$ cat src/source/csr_defines.svh
`ifndef CSR_DEFINES_SVH
`define CSR_DEFINES_SVH

// Audio channels, each with a 32-bit volume word
`define CSR_NUM_CH 8

// S/PDIF receivers feeding the rate detectors
`define CSR_NUM_SPDIF_IN 3

// Bits in one detected rate code
`define CSR_NUM_RATE 5

// Bytes in each DSP debug mailbox
`define CSR_DBG_BYTES 16

// DRAM word address width
`define CSR_DRAM_AW 28

`endif

$ cat src/source/csr_cmd_pkg.sv
`default_nettype none

package csr_cmd_pkg;

    typedef enum logic [1:0] {
        REP_0,
        REP_1,
        REP_4,
        REP_16
    } rep_code_t;

    typedef struct packed {
        logic      we;        // Write enable
        rep_code_t rep;
        logic      prom;      // 1 selects program ROM
        logic [3:0] addr_hi;
    } cmd_byte_t;

    function automatic logic [4:0] rep_count(rep_code_t code);
        case (code)
            REP_0:   rep_count = 5'd0;
            REP_1:   rep_count = 5'd1;
            REP_4:   rep_count = 5'd4;
            default: rep_count = 5'd16;
        endcase
    endfunction

    localparam logic [7:0] RSP_NOP            = 8'h90;
    localparam logic [7:0] RSP_SPECIAL        = 8'h91;
    localparam logic [7:0] RSP_CSR            = 8'hCC;
    localparam logic [7:0] RSP_CSR_ADDR       = 8'hAD;
    localparam logic [7:0] RSP_PROM           = 8'hCA;
    localparam logic [7:0] RSP_PROM_MID       = 8'hA0;
    localparam logic [7:0] RSP_PROM_LOW       = 8'hA1;
    localparam logic [7:0] RSP_DRAM_CMD       = 8'hC0;
    localparam logic [7:0] RSP_PROM_DATA_BASE = 8'hD0; // Low bits carry byte offset
    localparam logic [7:0] RSP_DRAM_ADDR_BASE = 8'hA0; // Low bits carry bytes left

endpackage

`default_nettype wire

$ cat src/source/csr_map_pkg.sv
`default_nettype none

package csr_map_pkg;

    typedef logic [11:0] csr_addr_t;

    // Four bytes per channel, MSB at the lowest address
    localparam csr_addr_t VOL_BASE      = 12'h000;

    localparam csr_addr_t NKMD_RST_ADDR = 12'h400; // Bit 0 holds DSP in reset

    localparam csr_addr_t DBGIN_BASE    = 12'h500; // Host to DSP mailbox
    localparam csr_addr_t DBGOUT_BASE   = 12'h600; // DSP to host, read only

    // One byte per S/PDIF input
    localparam csr_addr_t RATE_BASE     = 12'h800;

endpackage

`default_nettype wire

$ cat src/source/csr_regs.sv
`timescale 1ns/10ps
`include "csr_defines.svh"
`default_nettype none

module csr_regs (
    input  wire                                        clk,
    input  wire                                        rst,
    input  wire  csr_map_pkg::csr_addr_t               reg_addr_i,
    input  wire                                        reg_we_i,
    input  wire  [7:0]                                 reg_wdata_i,
    input  wire  [`CSR_DBG_BYTES*8-1:0]                dbgout_i,
    input  wire  [`CSR_NUM_SPDIF_IN*`CSR_NUM_RATE-1:0] rate_i,
    output logic [7:0]                                 reg_rdata_o,
    output logic [`CSR_NUM_CH*32-1:0]                  vol_o,
    output logic                                       nkmd_rst_o,
    output logic [`CSR_DBG_BYTES*8-1:0]                dbgin_o
);

    import csr_map_pkg::*;

    localparam int VOL_BYTES = `CSR_NUM_CH * 4;
    localparam int VOL_IW    = $clog2(VOL_BYTES);
    localparam int DBG_IW    = $clog2(`CSR_DBG_BYTES);
    localparam int RATE_IW   = $clog2(`CSR_NUM_SPDIF_IN);

    logic [7:0] vol_mem [VOL_BYTES];
    logic [7:0] dbgin_mem [`CSR_DBG_BYTES];
    csr_addr_t  vol_off;
    csr_addr_t  dbgin_off;
    csr_addr_t  dbgout_off;
    csr_addr_t  rate_off;
    logic       vol_hit;
    logic       nkmd_hit;
    logic       dbgin_hit;
    logic       dbgout_hit;
    logic       rate_hit;

    // Offsets wrap below the base, so a single compare decodes each window
    assign vol_off    = reg_addr_i - VOL_BASE;
    assign dbgin_off  = reg_addr_i - DBGIN_BASE;
    assign dbgout_off = reg_addr_i - DBGOUT_BASE;
    assign rate_off   = reg_addr_i - RATE_BASE;

    assign vol_hit    = vol_off < VOL_BYTES;
    assign nkmd_hit   = reg_addr_i == NKMD_RST_ADDR;
    assign dbgin_hit  = dbgin_off < `CSR_DBG_BYTES;
    assign dbgout_hit = dbgout_off < `CSR_DBG_BYTES;
    assign rate_hit   = rate_off < `CSR_NUM_SPDIF_IN;

    always_ff @(posedge clk) begin
        if (rst) begin
            for (int i = 0; i < VOL_BYTES; i++) begin
                vol_mem[i] <= 8'h00;
            end
            for (int i = 0; i < `CSR_DBG_BYTES; i++) begin
                dbgin_mem[i] <= 8'h00;
            end
            nkmd_rst_o <= 1'b0;
        end else if (reg_we_i) begin
            if (vol_hit) begin
                vol_mem[vol_off[VOL_IW-1:0]] <= reg_wdata_i;
            end
            if (dbgin_hit) begin
                dbgin_mem[dbgin_off[DBG_IW-1:0]] <= reg_wdata_i;
            end
            if (nkmd_hit) begin
                nkmd_rst_o <= reg_wdata_i[0];
            end
        end
    end

    always_comb begin
        reg_rdata_o = 8'h00; // Unmapped
        if (vol_hit) begin
            reg_rdata_o = vol_mem[vol_off[VOL_IW-1:0]];
        end else if (nkmd_hit) begin
            reg_rdata_o = {7'd0, nkmd_rst_o};
        end else if (dbgin_hit) begin
            reg_rdata_o = dbgin_mem[dbgin_off[DBG_IW-1:0]];
        end else if (dbgout_hit) begin
            reg_rdata_o = dbgout_i[8*dbgout_off[DBG_IW-1:0] +: 8];
        end else if (rate_hit) begin
            reg_rdata_o = {{(8-`CSR_NUM_RATE){1'b0}},
                           rate_i[`CSR_NUM_RATE*rate_off[RATE_IW-1:0] +: `CSR_NUM_RATE]};
        end
    end

    always_comb begin
        for (int ch = 0; ch < `CSR_NUM_CH; ch++) begin
            vol_o[32*ch +: 32] = {vol_mem[4*ch], vol_mem[4*ch+1],
                                  vol_mem[4*ch+2], vol_mem[4*ch+3]};
        end
        for (int i = 0; i < `CSR_DBG_BYTES; i++) begin
            dbgin_o[8*i +: 8] = dbgin_mem[i];
        end
    end

endmodule

`default_nettype wire

$ cat src/source/csr_sequencer.sv
`timescale 1ns/10ps
`include "csr_defines.svh"
`default_nettype none

module csr_sequencer (
    input  wire                          clk,
    input  wire                          rst,
    input  wire  [7:0]                   rx_data_i,
    input  wire                          rx_pop_i,
    input  wire                          ss_idle_i,
    output logic [7:0]                   tx_data_o,
    output logic                         tx_load_o,
    output wire  csr_map_pkg::csr_addr_t reg_addr_o,
    output wire                          reg_we_o,
    input  wire  [7:0]                   reg_rdata_i,
    output wire  [19:0]                  prom_addr_o,
    output wire  [31:0]                  prom_wdata_o,
    output wire                          prom_we_o,
    output wire  [`CSR_DRAM_AW-1:0]      dram_addr_o,
    output wire  [31:0]                  dram_wdata_o,
    output wire                          dram_pop_o,
    output wire                          dram_we_o,
    input  wire  [31:0]                  dram_rdata_i,
    input  wire                          dram_ack_i,
    input  wire                          dram_busy_i
);

    import csr_cmd_pkg::*;

    typedef enum logic [3:0] {
        ST_IDLE,
        ST_SPECIAL,
        ST_CSR_ADDR,
        ST_CSR_DATA,
        ST_CSR_RESP,
        ST_PROM_MID,
        ST_PROM_LOW,
        ST_PROM_DATA,
        ST_PROM_WR,
        ST_SP_ADDR,
        ST_SP_REQ,
        ST_SP_ACK,
        ST_SP_DATA,
        ST_SP_WR
    } state_t;

    state_t                  state_q;
    cmd_byte_t               cmd;
    logic                    cmd_we_q;
    logic [4:0]              rep_q;    // Words or bytes left in this command
    logic [1:0]              byte_q;
    logic [19:0]             addr_q;
    logic [`CSR_DRAM_AW-1:0] sp_addr_q;
    logic [31:0]             wdata_q;
    logic [31:0]             rdata_q;

    assign cmd = cmd_byte_t'(rx_data_i);

    always_ff @(posedge clk) begin
        if (rst) begin
            state_q   <= ST_IDLE;
            tx_load_o <= 1'b0;
            cmd_we_q  <= 1'b0;
            rep_q     <= 5'd0;
            byte_q    <= 2'd0;
        end else if (ss_idle_i) begin
            state_q   <= ST_IDLE;
            tx_load_o <= 1'b0;
        end else begin
            tx_load_o <= rx_pop_i && state_q != ST_CSR_DATA;
            case (state_q)
                ST_IDLE: begin
                    if (rx_pop_i) begin
                        cmd_we_q <= cmd.we;
                        rep_q    <= rep_count(cmd.rep);
                        addr_q   <= {16'h0000, cmd.addr_hi};
                        byte_q   <= 2'd0;
                        if (cmd.rep == REP_0 && cmd.addr_hi == 4'hF) begin
                            tx_data_o <= RSP_SPECIAL;
                            state_q   <= ST_SPECIAL;
                        end else if (cmd.rep == REP_0) begin
                            tx_data_o <= RSP_NOP;
                        end else if (cmd.prom) begin
                            tx_data_o <= RSP_PROM;
                            state_q   <= ST_PROM_MID;
                        end else begin
                            tx_data_o <= RSP_CSR;
                            state_q   <= ST_CSR_ADDR;
                        end
                    end
                end
                ST_SPECIAL: begin
                    if (rx_pop_i) begin
                        cmd_we_q  <= cmd.we;
                        rep_q     <= rep_count(cmd.rep);
                        byte_q    <= 2'd3;
                        tx_data_o <= RSP_DRAM_CMD;
                        state_q   <= ST_SP_ADDR;
                    end
                end
                ST_CSR_ADDR: begin
                    if (rx_pop_i) begin
                        addr_q    <= {addr_q[11:0], rx_data_i};
                        tx_data_o <= RSP_CSR_ADDR;
                        state_q   <= ST_CSR_DATA;
                    end
                end
                ST_CSR_DATA: begin
                    if (rx_pop_i) begin
                        state_q <= ST_CSR_RESP; // Write lands now, read back next cycle
                    end
                end
                ST_CSR_RESP: begin
                    tx_data_o <= reg_rdata_i;
                    tx_load_o <= 1'b1;
                    addr_q    <= addr_q + 20'd1;
                    rep_q     <= rep_q - 5'd1;
                    state_q   <= (rep_q <= 5'd1) ? ST_IDLE : ST_CSR_DATA;
                end
                ST_PROM_MID: begin
                    if (rx_pop_i) begin
                        addr_q    <= {addr_q[11:0], rx_data_i};
                        tx_data_o <= RSP_PROM_MID;
                        state_q   <= ST_PROM_LOW;
                    end
                end
                ST_PROM_LOW: begin
                    if (rx_pop_i) begin
                        addr_q    <= {addr_q[11:0], rx_data_i};
                        tx_data_o <= RSP_PROM_LOW;
                        state_q   <= ST_PROM_DATA;
                    end
                end
                ST_PROM_DATA: begin
                    if (rx_pop_i) begin
                        wdata_q   <= {wdata_q[23:0], rx_data_i};
                        tx_data_o <= RSP_PROM_DATA_BASE | {6'd0, byte_q};
                        byte_q    <= byte_q + 2'd1;
                        if (byte_q == 2'd3) begin
                            state_q <= ST_PROM_WR;
                        end
                    end
                end
                ST_PROM_WR: begin
                    addr_q  <= addr_q + 20'd1;
                    rep_q   <= rep_q - 5'd1;
                    state_q <= (rep_q <= 5'd1) ? ST_IDLE : ST_PROM_DATA;
                end
                ST_SP_ADDR: begin
                    if (rx_pop_i) begin
                        sp_addr_q <= {sp_addr_q[`CSR_DRAM_AW-9:0], rx_data_i};
                        tx_data_o <= RSP_DRAM_ADDR_BASE | {6'd0, byte_q};
                        byte_q    <= byte_q - 2'd1; // Wraps to 3 for the data bytes
                        if (byte_q == 2'd0) begin
                            state_q <= ST_SP_REQ;
                        end
                    end
                end
                ST_SP_REQ: begin
                    if (!dram_busy_i) begin
                        state_q <= ST_SP_ACK;
                    end
                end
                ST_SP_ACK: begin
                    if (dram_ack_i) begin
                        rdata_q <= dram_rdata_i;
                        state_q <= ST_SP_DATA;
                    end
                end
                ST_SP_DATA: begin
                    if (rx_pop_i) begin
                        wdata_q   <= {wdata_q[23:0], rx_data_i};
                        tx_data_o <= rdata_q[8*byte_q +: 8]; // MSB first
                        byte_q    <= byte_q - 2'd1;
                        if (byte_q == 2'd0) begin
                            state_q <= ST_SP_WR;
                        end
                    end
                end
                ST_SP_WR: begin
                    sp_addr_q <= sp_addr_q + 1'b1;
                    rep_q     <= rep_q - 5'd1;
                    state_q   <= (rep_q <= 5'd1) ? ST_IDLE : ST_SP_REQ;
                end
                default: begin
                    state_q <= ST_IDLE;
                end
            endcase
        end
    end

    assign reg_addr_o   = addr_q[11:0];
    assign reg_we_o     = state_q == ST_CSR_DATA && rx_pop_i && cmd_we_q;
    assign prom_addr_o  = addr_q;
    assign prom_wdata_o = wdata_q;
    assign prom_we_o    = state_q == ST_PROM_WR;
    assign dram_addr_o  = sp_addr_q;
    assign dram_wdata_o = wdata_q;
    assign dram_pop_o   = state_q == ST_SP_REQ && !dram_busy_i;
    assign dram_we_o    = state_q == ST_SP_WR && cmd_we_q;

endmodule

`default_nettype wire

$ cat src/source/csr_spi.sv
`timescale 1ns/10ps
`include "csr_defines.svh"
`default_nettype none

module csr_spi (
    input  wire                                        clk,
    input  wire                                        rst,
    input  wire                                        sck_i,
    input  wire                                        mosi_i,
    input  wire                                        ss_i,
    output wire                                        miso_o,
    output wire  [`CSR_NUM_CH*32-1:0]                  vol_o,
    output wire                                        nkmd_rst_o,
    input  wire  [`CSR_DBG_BYTES*8-1:0]                dbgout_i,
    output wire  [`CSR_DBG_BYTES*8-1:0]                dbgin_o,
    input  wire  [`CSR_NUM_SPDIF_IN*`CSR_NUM_RATE-1:0] rate_i,
    output wire  [19:0]                                prom_addr_o,
    output wire  [31:0]                                prom_wdata_o,
    output wire                                        prom_we_o,
    output wire  [`CSR_DRAM_AW-1:0]                    dram_addr_o,
    output wire  [31:0]                                dram_wdata_o,
    output wire                                        dram_pop_o,
    output wire                                        dram_we_o,
    input  wire  [31:0]                                dram_rdata_i,
    input  wire                                        dram_ack_i,
    input  wire                                        dram_busy_i
);

    import csr_map_pkg::*;

    wire [7:0] rx_data;
    wire       rx_pop;
    wire       ss_idle;
    wire [7:0] tx_data;
    wire       tx_load;
    csr_addr_t reg_addr;
    wire       reg_we;
    wire [7:0] reg_rdata;

    spi_trx i_spi_trx (
        .clk       (clk),
        .rst       (rst),
        .sck_i     (sck_i),
        .mosi_i    (mosi_i),
        .ss_i      (ss_i),
        .miso_o    (miso_o),
        .rx_data_o (rx_data),
        .rx_pop_o  (rx_pop),
        .ss_idle_o (ss_idle),
        .tx_data_i (tx_data),
        .tx_load_i (tx_load)
    );

    csr_sequencer i_csr_sequencer (
        .clk          (clk),
        .rst          (rst),
        .rx_data_i    (rx_data),
        .rx_pop_i     (rx_pop),
        .ss_idle_i    (ss_idle),
        .tx_data_o    (tx_data),
        .tx_load_o    (tx_load),
        .reg_addr_o   (reg_addr),
        .reg_we_o     (reg_we),
        .reg_rdata_i  (reg_rdata),
        .prom_addr_o  (prom_addr_o),
        .prom_wdata_o (prom_wdata_o),
        .prom_we_o    (prom_we_o),
        .dram_addr_o  (dram_addr_o),
        .dram_wdata_o (dram_wdata_o),
        .dram_pop_o   (dram_pop_o),
        .dram_we_o    (dram_we_o),
        .dram_rdata_i (dram_rdata_i),
        .dram_ack_i   (dram_ack_i),
        .dram_busy_i  (dram_busy_i)
    );

    csr_regs i_csr_regs (
        .clk         (clk),
        .rst         (rst),
        .reg_addr_i  (reg_addr),
        .reg_we_i    (reg_we),
        .reg_wdata_i (rx_data), // Data byte comes straight from the receiver
        .dbgout_i    (dbgout_i),
        .rate_i      (rate_i),
        .reg_rdata_o (reg_rdata),
        .vol_o       (vol_o),
        .nkmd_rst_o  (nkmd_rst_o),
        .dbgin_o     (dbgin_o)
    );

endmodule

`default_nettype wire

$ cat src/source/spi_trx.sv
`timescale 1ns/10ps
`default_nettype none

module spi_trx (
    input  wire       clk,
    input  wire       rst,
    input  wire       sck_i,
    input  wire       mosi_i,
    input  wire       ss_i,
    output wire       miso_o,
    output wire [7:0] rx_data_o,
    output wire       rx_pop_o,
    output wire       ss_idle_o,
    input  wire [7:0] tx_data_i,
    input  wire       tx_load_i
);

    logic [1:0] sck_sync;
    logic [1:0] mosi_sync;
    logic [1:0] ss_sync;
    logic       sck_prev;
    logic       sck_rise;
    logic       sck_fall;
    logic       byte_done;
    logic [2:0] bit_cnt;
    logic [2:0] pop_pipe;
    logic [7:0] rx_shift;
    logic [7:0] tx_hold;
    logic [7:0] tx_shift;

    always_ff @(posedge clk) begin
        if (rst) begin
            sck_sync  <= 2'b00;
            mosi_sync <= 2'b00;
            ss_sync   <= 2'b11;
            sck_prev  <= 1'b0;
        end else begin
            sck_sync  <= {sck_sync[0], sck_i};
            mosi_sync <= {mosi_sync[0], mosi_i};
            ss_sync   <= {ss_sync[0], ss_i};
            sck_prev  <= sck_sync[1];
        end
    end

    assign sck_rise  = sck_sync[1] & ~sck_prev & ~ss_sync[1];
    assign sck_fall  = ~sck_sync[1] & sck_prev & ~ss_sync[1];
    assign byte_done = sck_rise && bit_cnt == 3'd7;

    always_ff @(posedge clk) begin
        if (rst) begin
            bit_cnt  <= 3'd0;
            pop_pipe <= 3'b000;
            tx_hold  <= 8'h00;
            tx_shift <= 8'h00;
        end else begin
            pop_pipe <= {pop_pipe[1:0], byte_done}; // Pop lands 3 cycles after edge
            if (ss_sync[1]) begin
                bit_cnt <= 3'd0;
            end else if (sck_rise) begin
                bit_cnt <= bit_cnt + 3'd1;
            end
            if (tx_load_i) begin
                tx_hold  <= tx_data_i;
                tx_shift <= tx_data_i;
            end else if (ss_sync[1] || (sck_fall && bit_cnt == 3'd0)) begin
                tx_shift <= tx_hold; // Byte boundary, resend if nothing new queued
            end else if (sck_fall) begin
                tx_shift <= {tx_shift[6:0], 1'b0};
            end
        end
    end

    always_ff @(posedge clk) begin
        if (sck_rise) begin
            rx_shift <= {rx_shift[6:0], mosi_sync[1]};
        end
    end

    assign miso_o    = tx_shift[7];
    assign rx_data_o = rx_shift;
    assign rx_pop_o  = pop_pipe[2];
    assign ss_idle_o = ss_sync[1];

endmodule

`default_nettype wire

$ cat config.mk
export PLATFORM = sky130hd
export DESIGN_NAME = csr_spi
export DESIGN_NICKNAME = d
export VERILOG_FILES = /design/src/source/csr_cmd_pkg.sv /design/src/source/csr_map_pkg.sv /design/src/source/csr_regs.sv /design/src/source/csr_sequencer.sv /design/src/source/csr_spi.sv /design/src/source/spi_trx.sv
export VERILOG_INCLUDE_DIRS = /design/src /design/src/source
export SDC_FILE = /design/constraint.sdc
export NUM_CORES = 1
export LEC_CHECK = 0
export ABC_AREA = 1
export BUFFER_PORTS_ARGS = -buffer_cell sky130_fd_sc_hd__buf_4
export CORE_AREA = 2 2 264 266
export CTS_CLUSTER_DIAMETER = 50
export DETAILED_ROUTE_END_ITERATION = 8
export DIE_AREA = 0 0 266 268
export GPL_TIMING_DRIVEN = 0
export PLACE_DENSITY = 0.64
export SYNTH_ARGS = -nofsm -noshare
export SYNTH_HDL_FRONTEND = slang
export SYNTH_SLANG_ARGS = --single-unit
$ cat constraint.sdc
create_clock -name clk -period 6.6 [get_ports clk]
set_input_delay 0.33 -clock clk [delete_from_list [all_inputs] [get_ports clk]]
set_output_delay 0.33 -clock clk [all_outputs]
set_load 0.01 [all_outputs]
# [After elaboration in Yosys (flattened, before gate mapping)]
# Memories as Yosys holds them, arrays and structs flattened. A register that Yosys moved wholly into a read port is not among the register bits.
# Index checks and enable logic that the tools add are counted.
[op_classes] reduce_logical=39 bitwise=8 n_eq_ne=38 order_cmp=5 shifts=3 n_mul=1 n_mux=72 addsub=9
[ops] op="$mux W8" n=19
[ops] op="$shiftx A128 B8 Y8" n=1
[ops] op="$mux W4" n=18
[ops] op="$pmux W8 S9" n=1
[ops] op="$pmux W20 S3" n=1
[ops] op="$pmux W28 S2" n=1
[ops] op="$pmux W4 S14" n=1
[ops] op="$mux W20" n=2
[ops] op="$shiftx A32 B6 Y8" n=1
[ops] op="$add A28 B1 Y28 const B" n=1
[ops] op="$eq A4 B4 Y1 const B" n=7
[ops] op="$mux W28" n=1
[ops] op="$lt A12 B5 Y1 const B" n=2
[ops] op="$sub A12 B11 Y12 const B" n=2
[ops] op="$ne A2 B2 Y1 const B" n=11
[ops] op="$add A20 B1 Y20 const B" n=1
[ops] op="$mux W5" n=4
[ops] op="$eq A4 B3 Y1 const B" n=4
[ops] op="$reduce_or A8 Y1" n=2
[ops] op="$pmux W5 S3" n=1
[ops] op="$reduce_and A15 Y1" n=1
[ops] op="$shiftx A15 B6 Y5" n=1
[ops] op="$mux W1" n=13
[ops] op="$eq A12 B11 Y1 const B" n=1
[ops] op="other kinds (41)" n=78
[word_totals] output_inout_bits=501 ram_bits=384 input_bits=182 ff_bits=171 wordCells=197 n_memories=2
[memory_table] name="i_csr_regs.vol_mem" depth=32 word_bits=8 read_ports=33 rd_clocked_by_memory_dff=1 wr=32 line_no="csr_regs.sv:26" source="logic [7:0] vol_mem [VOL_BYTES];"
[memory_table] name="i_csr_regs.dbgin_mem" depth=16 word_bits=8 read_ports=17 rd_clocked_by_memory_dff=0 wr=16 line_no="csr_regs.sv:27" source="logic [7:0] dbgin_mem [`CSR_DBG_BYTES];"

# [Longest topological paths before layout]
[depth] ltp_word=9 mapped_depth=14 ltp_nobuf=14

# [Hierarchy]
# From an unflattened synthesis, not the netlist that was laid out.
[unflattened] cells_unflattened=3058 area_unflattened_um2=27335.0
[by_module_without_submodules] module="csr_regs" cells_each=2079 n_inst=1 seq_area_each_um2=11551.1 area_each_um2=18670.4
[by_module_without_submodules] module="csr_sequencer" cells_each=815 n_inst=1 seq_area_each_um2=3863.7 area_each_um2=7171.9
[by_module_without_submodules] module="spi_trx" cells_each=164 n_inst=1 seq_area_each_um2=820.8 area_each_um2=1492.7

# [Worst setup path after synthesis]
# OpenSTA, ideal clock, no wires.
[synth_timing] kind="input -> register" startpoint="input rst" endpoint="register i_csr_sequencer.wdata_q[0] (netlist: i_csr_sequencer.dram_wdata_o[0]) (enable)" required_ps=6168 stages=4 path_slack_ps=3729 setup_ps=432 arrival_time_ps=2439 n_path_buf=1 cell_sequence="clkbuf_1 > nor2_1 > nand2_1 > a21oi_1"
[synth_between] elab_chain_len=2
[synth_rtl] element="start, declared" line_no="csr_spi.sv:7" source="input wire rst,"
[synth_rtl] element="$not A1 Y1 (no line)"
[synth_rtl] element="$reduce_and A4 Y1 (no line)"
[synth_rtl] element="end signal, assigned" line_no="csr_sequencer.sv:136" source="wdata_q <= {wdata_q[23:0], rx_data_i};"
[synth_rtl] element="end signal, assigned" line_no="csr_sequencer.sv:172" source="wdata_q <= {wdata_q[23:0], rx_data_i};"
[synth_rtl] element="end, declared" line_no="csr_sequencer.sv:54" source="logic [31:0] wdata_q;"
# Every way passes these cells.
# A chain may end at the register's enable or synchronous reset.

==> implementation parameters <==
Parameter                              Value

Floorplan
  Top Ports ... 683
  Initial Util ... 0.415
  Core outline area ... 68200 um2
  DIE WIDTH ... 266 um
  Die extent in y ... 268 um
  Count of standard-cell rows ... 96
  Die Area ... 71300 um2

Cells and area
  Fillcell total ... 6348
  Final core occ ... 0.547
  Layout cell share with drive strength beyond 1 ... 0.245
  Area of all sequential standard cells ... 16300 um2
  Net total in the final layout ... 4205
  Synth-to-Final Area Change ... 31.8%
  Antenna diodes ... 0
  Design area ... 37300 um2
  Multi-input logic area ... 10100 um2

Synthesis
  Sequential fraction of the synthesis area ... 0.577
  Post-synth net total ... 3414
  Async set-or-reset flop fraction in the synthesized netlist ... 0
  Combinational family with the most area after synthesis ... simple AND/OR/NAND/NOR gates
  Count of flip-flops with a built-in enable after synthesis ... 512
  Fraction of the mapped netlist area in adder cells ... 0.00574
  Synth Area in Compound Gates ... 0.0500
  Mux cell area share after synthesis ... 0
  Synthesized flop and latch total ... 560
  Number of different library cells in the post-synthesis netlist ... 43
  Syn Area/Cell ... 8.80 um2
  Simple-gate share of the synthesized area ... 0.292
  Synthesis Warnings ... 0
  Post-synthesis share of cell area spent on xor and xnor gates ... 0.00773
  Post-synthesis cell area ... 28300 um2
  Top FF cell, synth ... sky130_fd_sc_hd__edfxtp_1
  Count of mapped cells out of synthesis ... 3219

Routing
  DRC Markers ... 0
  Total vias in the final route ... 27.7k
  First-pass DRT Iterations ... 8
  Number of DRC violations after detailed-routing iteration 0 ... 3637
  Wire length per cell ... 26.4 um
  Total Routed Length ... 131 mm
  Remaining antenna violation count ... 0
  Via/cell ratio ... 5.60

Clocking
  Sink count of the clock tree ... 560
  Number of H-tree levels ... 3
  # Post-CTS Setup Buffers ... 0
  Number of CTS-inserted buffers ... 71
  Deepest clock path buffer count ... 3
  Clock latency at the later pin of the worst-skew pair ... 640 ps
  CTS tree ... built
  Root buf cell ... sky130_fd_sc_hd__clkbuf_16
  Reg clk slew, reported paths ... 60 ps

Timing
  Tmin final ... 4030 ps
  Final number of setup-violating endpoints ... 0
  Worst slew margin ... 0.143
  Period utilization ... 0.611
  Max frequency ... 0.248 GHz
  Fin Setup TNS ... 0 ps
  Worst-case clock skew ... 24.6 ps
  Unrepaired setup endpoints after global routing ... false
  Worst hold slack after final layout ... 203 ps
  Final Hold Fails ... 0
  Number of max-slew violations in the final report ... 0
  Slew @ Worst Pin ... 1280 ps

Critical path
  Critical Path Start ... i_csr_sequencer.prom_addr_o[0]
  Worst stage delay on the critical path ... 690 ps
  Source of the worst register-to-register timing path ... i_csr_sequencer.prom_addr_o[0]
  FF-to-FF setup slack ... 2570 ps
  Type of the setup path with the least slack ... reg -> reg
  CP max FO ... 11
  Startpoint types ... flip-flop
  Worst path bufs/invs ... 4
  Arrival time at the worst endpoint ... 4290 ps
  CP max-delay cell ... sky130_fd_sc_hd__clkbuf_1
  Dominant delay contributor by cell family on the critical path ... simple AND/OR/NAND/NOR gates
  Kind of end point of the critical path ... flip-flop
  Chain of cells forming the critical path ... inv_1 -> clkbuf_1 -> clkbuf_1 -> ha_1 -> inv_1 -> nor2_1 -> nand2_1 -> nand2_1
  Worst path required time ... 6860 ps

Placement
  Final estimated routing congestion in global placement ... 1.02
  Placed inst area ... 34600 um2
  Port bufs ... 681
  HPWL reported at the end of detailed placement ... 98.9 mm

Status
  Status ... finished, final reports clean

Min path
  Source of the worst hold timing path ... rst
  Worst hold-check path type ... in -> reg

Global routing
  Maximum number of pins on one net before global-route repair ... 33
  Final global-route overflow total ... 0
  Wire length of the first global-routing pass ... 180 mm
  Global-route usage over all layers ... 0.354
  Initial antenna violation count ... 2
  Number of global-route vias before repair ... 26.0k

Job
  Total of max-cap violations ... 0

Power and ir drop
  Worst voltage drop across the vdd grid ... 0.000158 V
  Cell Pwr Density ... 232 nW/um2
  Total power of the final layout ... 8650 uW
  Static Leak ... 0.0167 uW
stage by stage:
step | setup WS [ps] | instances
floorplan | 3730 | 3219
global placement | 2480 | 4782
finish | 2570 | 4947
CTS | 2680 | 4947
global route | 2450 | 4947
detailed placement | 2710 | 4784
registers in the layout, indices dropped and copies added, names as in the netlist, 20 cells and up, named ones only:
name	cells
i_csr_regs.vol_mem	256
i_csr_sequencer.dram_wdata_o	32
i_csr_sequencer.rdata_q	32
i_csr_sequencer.prom_addr_o	20
i_csr_sequencer.dram_addr_o	28
i_csr_regs.dbgin_mem	128
timing repair:
action                                  in CTS  in global routing
hold buffers                                35                  0
hold endpoints to repair                    35                  0
endpoints found under the setup margin       0                  0
resized for setup                            0                  0
layer usage:
metal  global-route usage  up-vias  wire, um
met2                0.601     1882     62500
li1                     -    12200         -
met1                0.427    13300     47000
met5                    0        -         0
met3               0.0788      365     14000
met4                0.172        0      7100
Yosys cell counts (all sizes together) (6+ instances only):
library cell	instances	area, um2
nand2	875	3570
nor2	564	2280
edfxtp	512	15400
nand3	348	1740
inv	266	998
o21ai	136	681
clkbuf	132	495
or2	69	432
buf	66	379
a21oi	50	250
dfxtp	48	961
nor3	21	121
o211ai	21	163
xor2	19	166
nand4	15	93.8
ha	13	163
o22ai	12	75.1
a31oi	10	62.6
clkinv	9	33.8
xnor2	6	52.6
final cells by class:
type | instances | share of cell area
Multi-Input combinational cell | 2186 | 0.271
Tap cell | 882 | 0.0296
Clock inverter | 45 | 0.0136
Sequential cell | 560 | 0.438
Inverter | 275 | 0.0277
Clock buffer | 83 | 0.0494
Timing Repair Buffer | 718 | 0.147
Buffer | 198 | 0.0235
placed cells by master (no fill, tap or decap), types with 19 or more instances in the layout:
| cell type | count |
|---|---|
| sky130_fd_sc_hd__clkbuf_1 | 140 |
| sky130_fd_sc_hd__nand2_1 | 840 |
| sky130_fd_sc_hd__edfxtp_1 | 512 |
| sky130_fd_sc_hd__buf_4 | 713 |
| sky130_fd_sc_hd__dlygate4sd3_1 | 35 |
| sky130_fd_sc_hd__buf_1 | 25 |
| sky130_fd_sc_hd__o21ai_0 | 136 |
| sky130_fd_sc_hd__xor2_1 | 19 |
| sky130_fd_sc_hd__nand2_4 | 29 |
| sky130_fd_sc_hd__nor2_2 | 34 |
| sky130_fd_sc_hd__inv_1 | 258 |
| sky130_fd_sc_hd__o211ai_1 | 20 |
| sky130_fd_sc_hd__nand3_1 | 348 |
| sky130_fd_sc_hd__dfxtp_1 | 48 |
| sky130_fd_sc_hd__nor3_1 | 19 |
| sky130_fd_sc_hd__nor2_1 | 524 |
| sky130_fd_sc_hd__a21oi_1 | 49 |
| sky130_fd_sc_hd__or2_2 | 69 |
| sky130_fd_sc_hd__clkbuf_16 | 72 |
path summary, 6_finish.rpt:
kind	endpoint	cells after the start
setup / recovery	i_csr_regs.dbgin_mem[8][1]	8
hold / removal	i_spi_trx.tx_hold[0]	2
setup reg to reg	i_csr_regs.dbgin_mem[8][1]	8
hold reg to reg	i_spi_trx.sck_sync[1]	2
where the power goes:
part	switching (uW)	internal (uW)	leakage (uW)
combinational	300	265	0.0102
sequential	124	3980	0.00527
clock	1660	2320	0.00116
total	2080	6560	0.0167
cells by family (layout without fill, tap and decap cells):
kind of cell | count (synthesis) | after routing
xor gates and xnor gates | 25 | 25
buffers and inverters | 473 | 1319
adders and majority gates | 13 | 13
and+or+nand+nor | 1897 | 1897
AOI/OAI and AO/OA | 251 | 251
DFF | 560 | 560
(Power assumes the default switching activity.)
